`src/verilog/led_locator_pkg.sv`:
```
package led_locator_pkg;

    // pixel coordinate widths, one word for 1280x720 timing
    localparam int HCOUNT_W = 11;
    localparam int VCOUNT_W = 10;

    // one chroma or colour byte
    localparam int CHROMA_W = 8;

    typedef logic [HCOUNT_W-1:0] hcount_t;
    typedef logic [VCOUNT_W-1:0] vcount_t;
    typedef logic [CHROMA_W-1:0] chroma_t;

    // threshold window always ends at full scale
    localparam chroma_t CHROMA_MAX = '1;

    // per-pixel timing flags, travel with the coordinate
    typedef struct packed {
        logic hsync;
        logic vsync;
        logic active;
        logic new_frame;
    } sync_flags_t;

    // calibration step sequence
    typedef enum logic [1:0] {
        IDLE,
        WAIT_FRAMES,
        MEASURE,
        REPORT
    } calib_state_t;

endpackage

```
`src/verilog/calib_step_ctrl.sv`:
```
`timescale 1ns/1ps

module calib_step_ctrl
    import led_locator_pkg::*;
#(
    parameter int WAIT_FRAMES = 4
) (
    input  logic    clk_pixel,
    input  logic    sys_rst_pixel,
    input  logic    calib_start,
    input  logic    new_frame,
    input  logic    result_valid,
    input  logic    result_empty,
    input  hcount_t result_x,
    input  vcount_t result_y,
    output logic    calib_busy,
    output logic    calib_done,
    output logic    calib_hit,
    output hcount_t calib_x,
    output vcount_t calib_y,
    output hcount_t track_x,
    output vcount_t track_y
);

    localparam int FCNT_W = (WAIT_FRAMES > 1) ? $clog2(WAIT_FRAMES) : 1;

    calib_state_t      state;
    logic [FCNT_W-1:0] frame_cnt;
    logic              last_wait;

    // frame pulse that starts the measured frame
    assign last_wait  = (int'(frame_cnt) == WAIT_FRAMES - 1);
    // busy from the cycle after the strobe until done
    assign calib_busy = (state != IDLE);

    // the parameter hides the enum literal, so the wait state is named through the package
    always_ff @(posedge clk_pixel) begin
        if (sys_rst_pixel) begin
            state      <= IDLE;
            frame_cnt  <= '0;
            calib_done <= 1'b0;
            calib_hit  <= 1'b0;
            calib_x    <= '0;
            calib_y    <= '0;
        end else begin
            calib_done <= 1'b0;
            case (state)
                // strobes while busy never reach this branch
                IDLE: begin
                    if (calib_start) begin
                        state     <= led_locator_pkg::WAIT_FRAMES;
                        frame_cnt <= '0;
                    end
                end
                led_locator_pkg::WAIT_FRAMES: begin
                    if (new_frame) begin
                        if (last_wait) begin
                            state <= MEASURE;
                        end else begin
                            frame_cnt <= frame_cnt + 1'b1;
                        end
                    end
                end
                // results of the frame before are skipped here
                MEASURE: begin
                    if (new_frame) begin
                        state <= REPORT;
                    end
                end
                REPORT: begin
                    if (result_valid) begin
                        state      <= IDLE;
                        calib_done <= 1'b1;
                        calib_hit  <= !result_empty;
                        calib_x    <= result_x;
                        calib_y    <= result_y;
                    end
                end
                default: state <= IDLE;
            endcase
        end
    end

    // crosshair follows every frame that saw the led
    always_ff @(posedge clk_pixel) begin
        if (sys_rst_pixel) begin
            track_x <= '0;
            track_y <= '0;
        end else if (result_valid && !result_empty) begin
            track_x <= result_x;
            track_y <= result_y;
        end
    end

    a_done_from_report: assert property (@(posedge clk_pixel) disable iff (sys_rst_pixel)
        calib_done |-> $past(state) == REPORT);

endmodule

```
`src/verilog/centroid_accum.sv`:
```
`timescale 1ns/1ps

module centroid_accum
    import led_locator_pkg::*;
(
    input  logic    clk_pixel,
    input  logic    sys_rst_pixel,
    input  hcount_t x,
    input  vcount_t y,
    input  logic    active,
    input  logic    new_frame,
    input  logic    mask,
    output logic    result_valid,
    output logic    result_empty,
    output hcount_t x_out,
    output vcount_t y_out
);

    // count covers every pixel of the largest frame
    localparam int CNT_W  = HCOUNT_W + VCOUNT_W;
    // sum of coordinates, both axes use the wider x width
    localparam int SUM_W  = HCOUNT_W + CNT_W;
    // shifted remainder needs one bit over the divisor
    localparam int REM_W  = CNT_W + 1;
    localparam int STEP_W = $clog2(SUM_W + 1);

    logic [SUM_W-1:0]       sum_x;
    logic [SUM_W-1:0]       sum_y;
    logic [CNT_W-1:0]       count;
    logic                   hit;
    logic                   busy;
    logic [STEP_W-1:0]      steps_left;
    logic [CNT_W-1:0]       den;
    logic [REM_W-1:0]       rem_x;
    logic [REM_W-1:0]       rem_y;
    logic [SUM_W-1:0]       quo_x;
    logic [SUM_W-1:0]       quo_y;
    logic [REM_W+SUM_W-1:0] next_x;
    logic [REM_W+SUM_W-1:0] next_y;

    // one restoring step, dividend shifts out the top while quotient bits enter below
    function automatic logic [REM_W+SUM_W-1:0] div_step(
        input logic [REM_W-1:0] rem,
        input logic [SUM_W-1:0] quo,
        input logic [CNT_W-1:0] divisor
    );
        logic [REM_W-1:0] trial;
        trial = {rem[REM_W-2:0], quo[SUM_W-1]};
        if (trial >= REM_W'(divisor)) begin
            return {trial - REM_W'(divisor), quo[SUM_W-2:0], 1'b1};
        end
        return {trial, quo[SUM_W-2:0], 1'b0};
    endfunction

    assign hit    = active && mask;
    assign next_x = div_step(rem_x, quo_x, den);
    assign next_y = div_step(rem_y, quo_y, den);

    // frame sums, the new_frame pixel already belongs to the next frame
    always_ff @(posedge clk_pixel) begin
        if (sys_rst_pixel) begin
            sum_x <= '0;
            sum_y <= '0;
            count <= '0;
        end else if (new_frame) begin
            sum_x <= hit ? SUM_W'(x) : '0;
            sum_y <= hit ? SUM_W'(y) : '0;
            count <= hit ? CNT_W'(1) : '0;
        end else if (hit) begin
            sum_x <= sum_x + SUM_W'(x);
            sum_y <= sum_y + SUM_W'(y);
            count <= count + 1'b1;
        end
    end

    // divider sequencing, empty frame reports on the next cycle
    always_ff @(posedge clk_pixel) begin
        if (sys_rst_pixel) begin
            busy         <= 1'b0;
            steps_left   <= '0;
            result_valid <= 1'b0;
        end else begin
            result_valid <= 1'b0;
            if (new_frame) begin
                busy         <= (count != '0);
                steps_left   <= STEP_W'(SUM_W);
                result_valid <= (count == '0);
            end else if (busy) begin
                if (steps_left == '0) begin
                    busy         <= 1'b0;
                    result_valid <= 1'b1;
                end else begin
                    steps_left <= steps_left - 1'b1;
                end
            end
        end
    end

    // both dividers share the divisor and step in lockstep
    always_ff @(posedge clk_pixel) begin
        if (new_frame) begin
            den   <= count;
            quo_x <= sum_x;
            quo_y <= sum_y;
            rem_x <= '0;
            rem_y <= '0;
        end else if (busy && steps_left != '0) begin
            {rem_x, quo_x} <= next_x;
            {rem_y, quo_y} <= next_y;
        end
    end

    // quotients fit the coordinate width since the mean stays inside the frame
    always_ff @(posedge clk_pixel) begin
        if (new_frame && count == '0) begin
            result_empty <= 1'b1;
            x_out        <= '0;
            y_out        <= '0;
        end else if (busy && steps_left == '0) begin
            result_empty <= 1'b0;
            x_out        <= quo_x[HCOUNT_W-1:0];
            y_out        <= quo_y[VCOUNT_W-1:0];
        end
    end

    // frame time must cover the whole division
    a_no_frame_while_busy: assert property (@(posedge clk_pixel) disable iff (sys_rst_pixel)
        new_frame |-> !busy);

endmodule

```
`src/verilog/chroma_threshold.sv`:
```
`timescale 1ns/1ps

module chroma_threshold
    import led_locator_pkg::*;
(
    input  logic    clk_pixel,
    input  logic    sys_rst_pixel,
    input  chroma_t pixel,
    input  chroma_t lower_bound,
    output logic    detect
);

    logic in_range;

    // inclusive window from lower_bound up to full scale
    assign in_range = (pixel >= lower_bound) && (pixel <= CHROMA_MAX);

    // one cycle of latency, detect lines up with the stage 1 coordinate
    always_ff @(posedge clk_pixel) begin
        if (sys_rst_pixel) begin
            detect <= 1'b0;
        end else begin
            detect <= in_range;
        end
    end

endmodule

```
`src/verilog/led_locator_top.sv`:
```
`timescale 1ns/1ps

module led_locator_top
    import led_locator_pkg::*;
#(
    parameter int H_ACTIVE    = 1280,
    parameter int H_FRONT     = 110,
    parameter int H_SYNC      = 40,
    parameter int H_TOTAL     = 1650,
    parameter int V_ACTIVE    = 720,
    parameter int V_FRONT     = 5,
    parameter int V_SYNC      = 5,
    parameter int V_TOTAL     = 750,
    parameter int WAIT_FRAMES = 4
) (
    input  logic    clk_pixel,
    input  logic    sys_rst_pixel,
    input  chroma_t cr_in,
    input  chroma_t cb_in,
    input  chroma_t thresh_lower,
    input  logic    display_sel,
    input  logic    crosshair_en,
    input  logic    calib_start,
    output hcount_t video_hcount,
    output vcount_t video_vcount,
    output logic    video_active,
    output chroma_t out_red,
    output chroma_t out_green,
    output chroma_t out_blue,
    output logic    out_hsync,
    output logic    out_vsync,
    output logic    out_active,
    output logic    calib_busy,
    output logic    calib_done,
    output logic    calib_hit,
    output hcount_t calib_x,
    output vcount_t calib_y
);

    // coordinate bundle and chroma pair, local to the delay lines
    typedef struct packed {
        hcount_t     hcount;
        vcount_t     vcount;
        sync_flags_t flags;
    } pix_pos_t;

    typedef struct packed {
        chroma_t cr;
        chroma_t cb;
    } chroma_pair_t;

    // stage 0, straight from the timing generator
    hcount_t      hcount_s0;
    vcount_t      vcount_s0;
    sync_flags_t  flags_s0;
    pix_pos_t     pos_s0;
    chroma_pair_t chroma_s0;
    // stage 1, aligned with the threshold outputs
    pix_pos_t     pos_s1;
    chroma_pair_t chroma_s1;
    logic         detect_r;
    logic         detect_b;
    // stage 2, aligned with the overlay colour
    sync_flags_t  flags_s2;
    // centroid results and tracked position
    logic         result_valid;
    logic         result_empty;
    hcount_t      result_x;
    vcount_t      result_y;
    hcount_t      track_x;
    vcount_t      track_y;

    assign pos_s0       = '{hcount: hcount_s0, vcount: vcount_s0, flags: flags_s0};
    assign chroma_s0    = '{cr: cr_in, cb: cb_in};
    assign video_hcount = hcount_s0;
    assign video_vcount = vcount_s0;
    assign video_active = flags_s0.active;
    assign out_hsync    = flags_s2.hsync;
    assign out_vsync    = flags_s2.vsync;
    assign out_active   = flags_s2.active;

    video_timing #(
        .H_ACTIVE(H_ACTIVE), .H_FRONT(H_FRONT), .H_SYNC(H_SYNC), .H_TOTAL(H_TOTAL),
        .V_ACTIVE(V_ACTIVE), .V_FRONT(V_FRONT), .V_SYNC(V_SYNC), .V_TOTAL(V_TOTAL)
    ) u_timing (
        .clk_pixel(clk_pixel), .sys_rst_pixel(sys_rst_pixel),
        .hcount(hcount_s0), .vcount(vcount_s0), .flags(flags_s0)
    );

    // bit 0 mask from cr, bit 1 mask from cb
    chroma_threshold u_thresh_cr (
        .clk_pixel(clk_pixel), .sys_rst_pixel(sys_rst_pixel),
        .pixel(cr_in), .lower_bound(thresh_lower), .detect(detect_r)
    );

    chroma_threshold u_thresh_cb (
        .clk_pixel(clk_pixel), .sys_rst_pixel(sys_rst_pixel),
        .pixel(cb_in), .lower_bound(thresh_lower), .detect(detect_b)
    );

    pipe_delay #(.DEPTH(1), .T(pix_pos_t)) u_pos_d1 (
        .clk_pixel(clk_pixel), .sys_rst_pixel(sys_rst_pixel), .din(pos_s0), .dout(pos_s1)
    );

    pipe_delay #(.DEPTH(1), .T(chroma_pair_t)) u_chroma_d1 (
        .clk_pixel(clk_pixel), .sys_rst_pixel(sys_rst_pixel), .din(chroma_s0), .dout(chroma_s1)
    );

    pipe_delay #(.DEPTH(1), .T(sync_flags_t)) u_flags_d2 (
        .clk_pixel(clk_pixel), .sys_rst_pixel(sys_rst_pixel),
        .din(pos_s1.flags), .dout(flags_s2)
    );

    centroid_accum u_centroid (
        .clk_pixel(clk_pixel), .sys_rst_pixel(sys_rst_pixel),
        .x(pos_s1.hcount), .y(pos_s1.vcount), .active(pos_s1.flags.active),
        .new_frame(pos_s1.flags.new_frame), .mask(detect_b),
        .result_valid(result_valid), .result_empty(result_empty),
        .x_out(result_x), .y_out(result_y)
    );

    calib_step_ctrl #(.WAIT_FRAMES(WAIT_FRAMES)) u_ctrl (
        .clk_pixel(clk_pixel), .sys_rst_pixel(sys_rst_pixel),
        .calib_start(calib_start), .new_frame(pos_s1.flags.new_frame),
        .result_valid(result_valid), .result_empty(result_empty),
        .result_x(result_x), .result_y(result_y),
        .calib_busy(calib_busy), .calib_done(calib_done), .calib_hit(calib_hit),
        .calib_x(calib_x), .calib_y(calib_y), .track_x(track_x), .track_y(track_y)
    );

    overlay_mux u_overlay (
        .clk_pixel(clk_pixel), .sys_rst_pixel(sys_rst_pixel),
        .cr(chroma_s1.cr), .cb(chroma_s1.cb), .detect_r(detect_r), .detect_b(detect_b),
        .active(pos_s1.flags.active), .display_sel(display_sel), .crosshair_en(crosshair_en),
        .hcount(pos_s1.hcount), .vcount(pos_s1.vcount), .track_x(track_x), .track_y(track_y),
        .red(out_red), .green(out_green), .blue(out_blue)
    );

endmodule

```
`src/verilog/overlay_mux.sv`:
```
`timescale 1ns/1ps

module overlay_mux
    import led_locator_pkg::*;
(
    input  logic    clk_pixel,
    input  logic    sys_rst_pixel,
    input  chroma_t cr,
    input  chroma_t cb,
    input  logic    detect_r,
    input  logic    detect_b,
    input  logic    active,
    input  logic    display_sel,
    input  logic    crosshair_en,
    input  hcount_t hcount,
    input  vcount_t vcount,
    input  hcount_t track_x,
    input  vcount_t track_y,
    output chroma_t red,
    output chroma_t green,
    output chroma_t blue
);

    logic on_cross;

    assign on_cross = crosshair_en && ((hcount == track_x) || (vcount == track_y));

    // priority blanking, crosshair, then the selected view
    always_ff @(posedge clk_pixel) begin
        if (sys_rst_pixel || !active) begin
            red   <= '0;
            green <= '0;
            blue  <= '0;
        end else if (on_cross) begin
            red   <= CHROMA_MAX;
            green <= CHROMA_MAX;
            blue  <= CHROMA_MAX;
        end else if (!display_sel) begin
            // chroma view
            red   <= cr;
            green <= '0;
            blue  <= cb;
        end else if (detect_b) begin
            red   <= CHROMA_MAX;
            green <= CHROMA_MAX;
            blue  <= CHROMA_MAX;
        end else begin
            // magenta marks cr only, black otherwise
            red   <= detect_r ? CHROMA_MAX : '0;
            green <= '0;
            blue  <= detect_r ? CHROMA_MAX : '0;
        end
    end

endmodule

```
`src/verilog/pipe_delay.sv`:
```
`timescale 1ns/1ps

module pipe_delay #(
    parameter int  DEPTH = 1,
    parameter type T     = logic
) (
    input  logic clk_pixel,
    input  logic sys_rst_pixel,
    input  T     din,
    output T     dout
);

    // register chain, stage 0 takes din
    T stage [DEPTH];

    always_ff @(posedge clk_pixel) begin
        if (sys_rst_pixel) begin
            for (int i = 0; i < DEPTH; i++) begin
                stage[i] <= '0;
            end
        end else begin
            stage[0] <= din;
            for (int i = 1; i < DEPTH; i++) begin
                stage[i] <= stage[i-1];
            end
        end
    end

    assign dout = stage[DEPTH-1];

endmodule

```
`src/verilog/video_timing.sv`:
```
`timescale 1ns/1ps

module video_timing
    import led_locator_pkg::*;
#(
    parameter int H_ACTIVE = 1280,
    parameter int H_FRONT  = 110,
    parameter int H_SYNC   = 40,
    parameter int H_TOTAL  = 1650,
    parameter int V_ACTIVE = 720,
    parameter int V_FRONT  = 5,
    parameter int V_SYNC   = 5,
    parameter int V_TOTAL  = 750
) (
    input  logic        clk_pixel,
    input  logic        sys_rst_pixel,
    output hcount_t     hcount,
    output vcount_t     vcount,
    output sync_flags_t flags
);

    // wrapping pixel and line counters
    always_ff @(posedge clk_pixel) begin
        if (sys_rst_pixel) begin
            hcount <= '0;
            vcount <= '0;
        end else if (int'(hcount) == H_TOTAL - 1) begin
            hcount <= '0;
            // line wrap at the bottom of the frame
            if (int'(vcount) == V_TOTAL - 1) begin
                vcount <= '0;
            end else begin
                vcount <= vcount + 1'b1;
            end
        end else begin
            hcount <= hcount + 1'b1;
        end
    end

    // flags decoded straight from the counters, same cycle as the coordinate
    always_comb begin
        flags.active    = (int'(hcount) < H_ACTIVE) && (int'(vcount) < V_ACTIVE);
        flags.hsync     = (int'(hcount) >= H_ACTIVE + H_FRONT) &&
                          (int'(hcount) < H_ACTIVE + H_FRONT + H_SYNC);
        flags.vsync     = (int'(vcount) >= V_ACTIVE + V_FRONT) &&
                          (int'(vcount) < V_ACTIVE + V_FRONT + V_SYNC);
        // first pixel of the frame only
        flags.new_frame = (hcount == '0) && (vcount == '0);
    end

    a_hcount_range: assert property (@(posedge clk_pixel) disable iff (sys_rst_pixel)
        int'(hcount) < H_TOTAL);

endmodule
```
`config.mk`:
```
export PLATFORM = sky130hd
export DESIGN_NAME = led_locator_top
export DESIGN_NICKNAME = d
export VERILOG_FILES = /design/src/verilog/led_locator_pkg.sv /design/src/verilog/calib_step_ctrl.sv /design/src/verilog/centroid_accum.sv /design/src/verilog/chroma_threshold.sv /design/src/verilog/led_locator_top.sv /design/src/verilog/overlay_mux.sv /design/src/verilog/pipe_delay.sv /design/src/verilog/video_timing.sv
export SDC_FILE = /design/constraint.sdc
export NUM_CORES = 1
export LEC_CHECK = 0
export BUFFER_PORTS_ARGS = -buffer_cell sky130_fd_sc_hd__buf_2
export CORE_MARGIN = 5
export CORE_UTILIZATION = 40
export DETAILED_ROUTE_END_ITERATION = 6
export GPL_TIMING_DRIVEN = 0
export PLACE_DENSITY = 0.6
export SKIP_CTS_REPAIR_TIMING = 1
export SLEW_MARGIN = 10
export SYNTH_ARGS = -nofsm -noshare
export SYNTH_HDL_FRONTEND = slang
export SYNTH_SLANG_ARGS = --single-unit
```
`constraint.sdc`:
```
create_clock -name clk_pixel -period 3.6 [get_ports clk_pixel]
set_clock_uncertainty 0.2 [all_clocks]
set_input_delay 0 -clock clk_pixel [delete_from_list [all_inputs] [get_ports clk_pixel]]
set_output_delay 0 -clock clk_pixel [all_outputs]
set_load 0.01 [all_outputs]
```
==> impl_metrics.prom <==
# TYPE chip_impl_metric gauge
chip_impl_metric{name="synth_warnings",unit=""} 0
chip_impl_metric{name="firstDrtPassIters",unit=""} 5
chip_impl_metric{name="final.setup.worst_slack",unit="ns"} 0.1803
chip_impl_info{name="tritoncts",value="done"} 1
chip_impl_metric{name="port_buffers",unit=""} 101
chip_impl_metric{name="synthToLayoutAreaGrowth",unit="%"} 16.15
chip_impl_metric{name="synth.cell_area",unit="mm²"} 0.01843
chip_impl_metric{name="place.gp.congestion",unit=""} 0.8747
chip_impl_metric{name="slew_at_the_pin_with_the_worst_max_slew_slack",unit="ns"} 0.9456
chip_impl_metric{name="antenna_found_initial",unit=""} 0
chip_impl_metric{name="initial_utilization",unit="%"} 40.53
chip_impl_metric{name="antenna_violating_nets_post_route",unit=""} 0
chip_impl_metric{name="hold_viol_final",unit=""} 0
chip_impl_metric{name="grt_overflow",unit=""} 0
chip_impl_metric{name="layout_min_cycle_time",unit="ns"} 3.420
chip_impl_metric{name="dpl-instance-area",unit="mm²"} 0.01969
chip_impl_metric{name="rows",unit=""} 78
chip_impl_metric{name="sum_neg_setup_slack",unit="ns"} 0
chip_impl_metric{name="worst_ep_required_time",unit="ns"} 3.71
chip_impl_metric{name="reg_clk_slew_reported_paths",unit="ns"} 0.06
chip_impl_metric{name="synth_nets",unit=""} 2113
chip_impl_info{name="synth.top_cells.by_area",value="sky130_fd_sc_hd__dfxtp_1 31%, sky130_fd_sc_hd__edfxtp_1 14%, sky130_fd_sc_hd__ha_1 6.4%"} 1
chip_impl_metric{name="vias",unit=""} 14910
chip_impl_metric{name="die_w",unit="µm"} 224.7
chip_impl_metric{name="p_int",unit="mW"} 7.878
chip_impl_metric{name="ios",unit=""} 102
chip_impl_info{name="min-delay-path-class",value="input port to flip-flop"} 1
chip_impl_metric{name="globalRouteTotalUtil",unit="%"} 18.38
chip_impl_metric{name="number_of_synthesized_flops_with_an_enable_pin",unit=""} 85
chip_impl_info{name="worstSetupEndpointType",value="flip-flop"} 1
chip_impl_metric{name="fmax",unit="GHz"} 0.2924
chip_impl_metric{name="drt_first_iter_violations",unit=""} 990
chip_impl_metric{name="synthesis.instances",unit=""} 1985
chip_impl_info{name="post-synth-top-area-cell",value="sky130_fd_sc_hd__dfxtp_1"} 1
chip_impl_metric{name="netlist-cell-type-count",unit=""} 82
chip_impl_metric{name="die_y",unit="µm"} 224.7
chip_impl_metric{name="drt-vias-per-instance",unit=""} 5.336
chip_impl_info{name="post-synth-top-count-cell",value="sky130_fd_sc_hd__dfxtp_1"} 1
chip_impl_metric{name="synth_largest_type_area_fraction",unit="%"} 31.39
chip_impl_metric{name="critPathMaxFanout",unit=""} 10
chip_impl_metric{name="net_sw_share",unit="%"} 27.46
chip_impl_metric{name="met2_usage",unit="%"} 30.76
chip_impl_metric{name="powerDensity",unit="mW/mm²"} 507.2
chip_impl_metric{name="grtUsageMet3",unit="%"} 2.623
chip_impl_metric{name="ir_worst_vdd",unit="mV"} 0.4072
chip_impl_metric{name="layout-drive-gt1-share",unit="%"} 13.08
chip_impl_metric{name="die-area",unit="mm²"} 0.05047
chip_impl_metric{name="layout_worst_path_cycle_share",unit="%"} 94.99
chip_impl_info{name="most_heavily_used_metal_layer_in_global_routing",value="met2"} 1
chip_impl_metric{name="drc",unit=""} 0
chip_impl_info{name="result_of_the_run",value="completed"} 1
chip_impl_metric{name="synth.yosys.seq_area_share",unit="%"} 45.24
chip_impl_metric{name="async_reset_ff_share",unit="%"} 0
chip_impl_metric{name="place_ws",unit="ns"} -0.1822
chip_impl_info{name="synthFlopType",value="sky130_fd_sc_hd__dfxtp_1"} 1
chip_impl_metric{name="postSynthRegisterBits",unit=""} 374
chip_impl_metric{name="power_frac_clock",unit="%"} 40.0
chip_impl_metric{name="grt_start_max_net_pins",unit=""} 65
chip_impl_metric{name="static-leakage-power",unit="nW"} 8.297
chip_impl_metric{name="cts_max_level",unit=""} 2
chip_impl_metric{name="grt_pass1_wl",unit="µm"} 76360
chip_impl_metric{name="holdWs",unit="ns"} 0.03354
chip_impl_info{name="critPathLaunchType",value="flip-flop"} 1
chip_impl_metric{name="cap_viol_max_count",unit=""} 0
chip_impl_metric{name="finalSetupViolations",unit=""} 0
chip_impl_metric{name="worst_slew_margin_rel",unit="%"} 36.44
chip_impl_metric{name="power.combinational.fraction",unit="%"} 16.2
chip_impl_metric{name="p_seq_share",unit="%"} 43.8
chip_impl_metric{name="clk_latency",unit="ns"} 0.56
chip_impl_metric{name="post_dp_hpwl",unit="µm"} 35320
chip_impl_metric{name="number_of_diodes_added_for_antenna_fixing",unit=""} 0
chip_impl_metric{name="cts.path.max_buffers",unit=""} 3
chip_impl_metric{name="fillCellCount",unit=""} 4351
chip_impl_metric{name="layout.cell_area.non_filler",unit="mm²"} 0.02141
chip_impl_metric{name="cts_made_buffers",unit=""} 42
chip_impl_metric{name="route.detailed.wl_per_inst",unit="µm"} 17.46
chip_impl_metric{name="grt_pass1_vias",unit=""} 14230
chip_impl_metric{name="final_net_count",unit=""} 2289
chip_impl_metric{name="final_max_tran_viols",unit=""} 0
chip_impl_metric{name="number_of_clock_sinks",unit=""} 374
chip_impl_metric{name="drt-total-wl",unit="µm"} 48780
chip_impl_metric{name="core_area",unit="mm²"} 0.04548
chip_impl_info{name="clock-root-buffer",value="sky130_fd_sc_hd__clkbuf_16"} 1
chip_impl_info{name="critPathKind",value="flip-flop to flip-flop"} 1
chip_impl_info{name="rsz0062_at_grt",value="no"} 1
chip_impl_metric{name="syn_avg_cell_area",unit="µm²"} 9.285
chip_impl_info{name="synth.top_cells.by_count",value="289 x sky130_fd_sc_hd__dfxtp_1, 219 x sky130_fd_sc_hd__nand2_1, 186 x sky130_fd_sc_hd__a21oi_1, 169 x sky130_fd_sc_hd__nor2_1, 95 x sky130_fd_sc_hd__ha_1"} 1
chip_impl_metric{name="cp.arrival",unit="ns"} 3.53
chip_impl_metric{name="power.switching",unit="mW"} 2.982
chip_impl_metric{name="grtUsageMet1",unit="%"} 25.01
[state kept, by name (all words and copies together) (netlist names), 10 cells and up]
name,cells
u_centroid.rem_y,21
u_centroid.quo_y,32
u_centroid.count,21
u_centroid.den,21
u_ctrl.calib_x,11
u_chroma_d1.stage,16
u_pos_d1.stage,25
u_centroid.sum_x,32
u_centroid.y_out,10
u_centroid.quo_x,32
u_ctrl.calib_y,10
u_timing.hcount,11
u_centroid.x_out,11
u_centroid.sum_y,32
u_timing.vcount,10
u_ctrl.track_x,11
u_ctrl.track_y,10
u_centroid.rem_x,21
[stage by stage]
step / util, % / cells / total power [mW]
5_1_grt: 47.07 / 2794 / 11.34
2_1_floorplan: - / 1985 / 6.044
6_report: 47.07 / 2794 / 10.86
4_1_cts: 46.37 / 2763 / 10.88
3_5_place_dp: 43.30 / 2686 / 6.530
3_3_place_gp: 43.29 / 2686 / 6.481
[metal layers]
| metal | vias to the layer above | share of wire, % |
|---|---|---|
| li1 | 7354 | - |
| met1 | 7151 | 46 |
| met2 | 318 | 47 |
| met3 | 85 | 4.0 |
| met4 | 0 | 2.6 |
| met5 | - | 0 |
[worst max-delay path, stage by stage, from the launching register on]
cell	delay [ns]
sky130_fd_sc_hd__edfxtp_1	0.37
sky130_fd_sc_hd__inv_1	0.12
sky130_fd_sc_hd__ha_1	0.18
sky130_fd_sc_hd__inv_1	0.05
sky130_fd_sc_hd__fa_1	0.41
sky130_fd_sc_hd__a21o_1	0.23
sky130_fd_sc_hd__a221oi_4	0.33
sky130_fd_sc_hd__o2111ai_2	0.16
sky130_fd_sc_hd__and3_1	0.21
sky130_fd_sc_hd__o21ai_2	0.23
sky130_fd_sc_hd__o211ai_4	0.18
sky130_fd_sc_hd__buf_6	0.22
sky130_fd_sc_hd__mux2_2	0.26
[final timing paths]
kind                             start                       end  slack, ns  cells after the start
setup / recovery  u_centroid.quo_x[31]       u_centroid.quo_x[0]       0.18                     12
hold / removal                cr_in[3]  u_chroma_d1.stage[0][11]       0.03                      3
setup reg to reg  u_centroid.quo_x[31]       u_centroid.quo_x[0]       0.18                     12
hold reg to reg   u_pos_d1.stage[0][3]    u_flags_d2.stage[0][3]       0.24                      1
[layout make-up]
cell class,instances,area (µm²),share of cell area [%]
multi-input combinational,1426,9351,43.68
sequential,374,8339,38.95
clock buffer,53,1154,5.389
timing repair buffer,132,798.3,3.729
tap,600,750.7,3.507
buffer,104,465.4,2.174
inverter,81,306.5,1.432
clock inverter,24,242.7,1.134
[power groups by stage]
stage	Clock [mW]	Combinational [mW]	Sequential [mW]
floorplan	0	1.25	4.79
global placement	0	1.64	4.85
detailed placement	0	1.68	4.85
CTS	4.43	1.69	4.76
global route	4.61	1.94	4.78
finish	4.34	1.76	4.76
[cells in the final DEF, fill, tap and decap left out, drive strengths merged, types with 13 or more instances in the layout]
cell type	n
nand3	68
xnor2	69
inv	83
buf	130
o21a	13
mux2i	23
a31oi	15
nor2b	44
clkinv	15
or3	24
a211oi	40
nand2b	32
dlygate4sd3	24
nand4	30
xor2	55
clkbuf	135
o211ai	13
nor4	14
dfxtp	289
mux2	63
nor2	170
a21oi	190
a21o	35
nand2	220
edfxtp	85
ha	95
and3	13
o21ai	66
nor3	18
[cell families (layout without fill, tap and decap cells)]
family                   after synthesis  in the layout  synth area share (%)
multiplexers                          86             86                 5.098
XOR/XNOR                             124            124                 5.892
buffers and inverters                185            394                 4.066
AND/OR/NAND/NOR                      675            675                 17.65
adder cells (fa/ha/maj)               99             99                 6.883
AO/OA/AOI/OAI                        442            442                 15.17
flip-flops                           374            374                 45.24
Power figures use the tool's default switching activity.
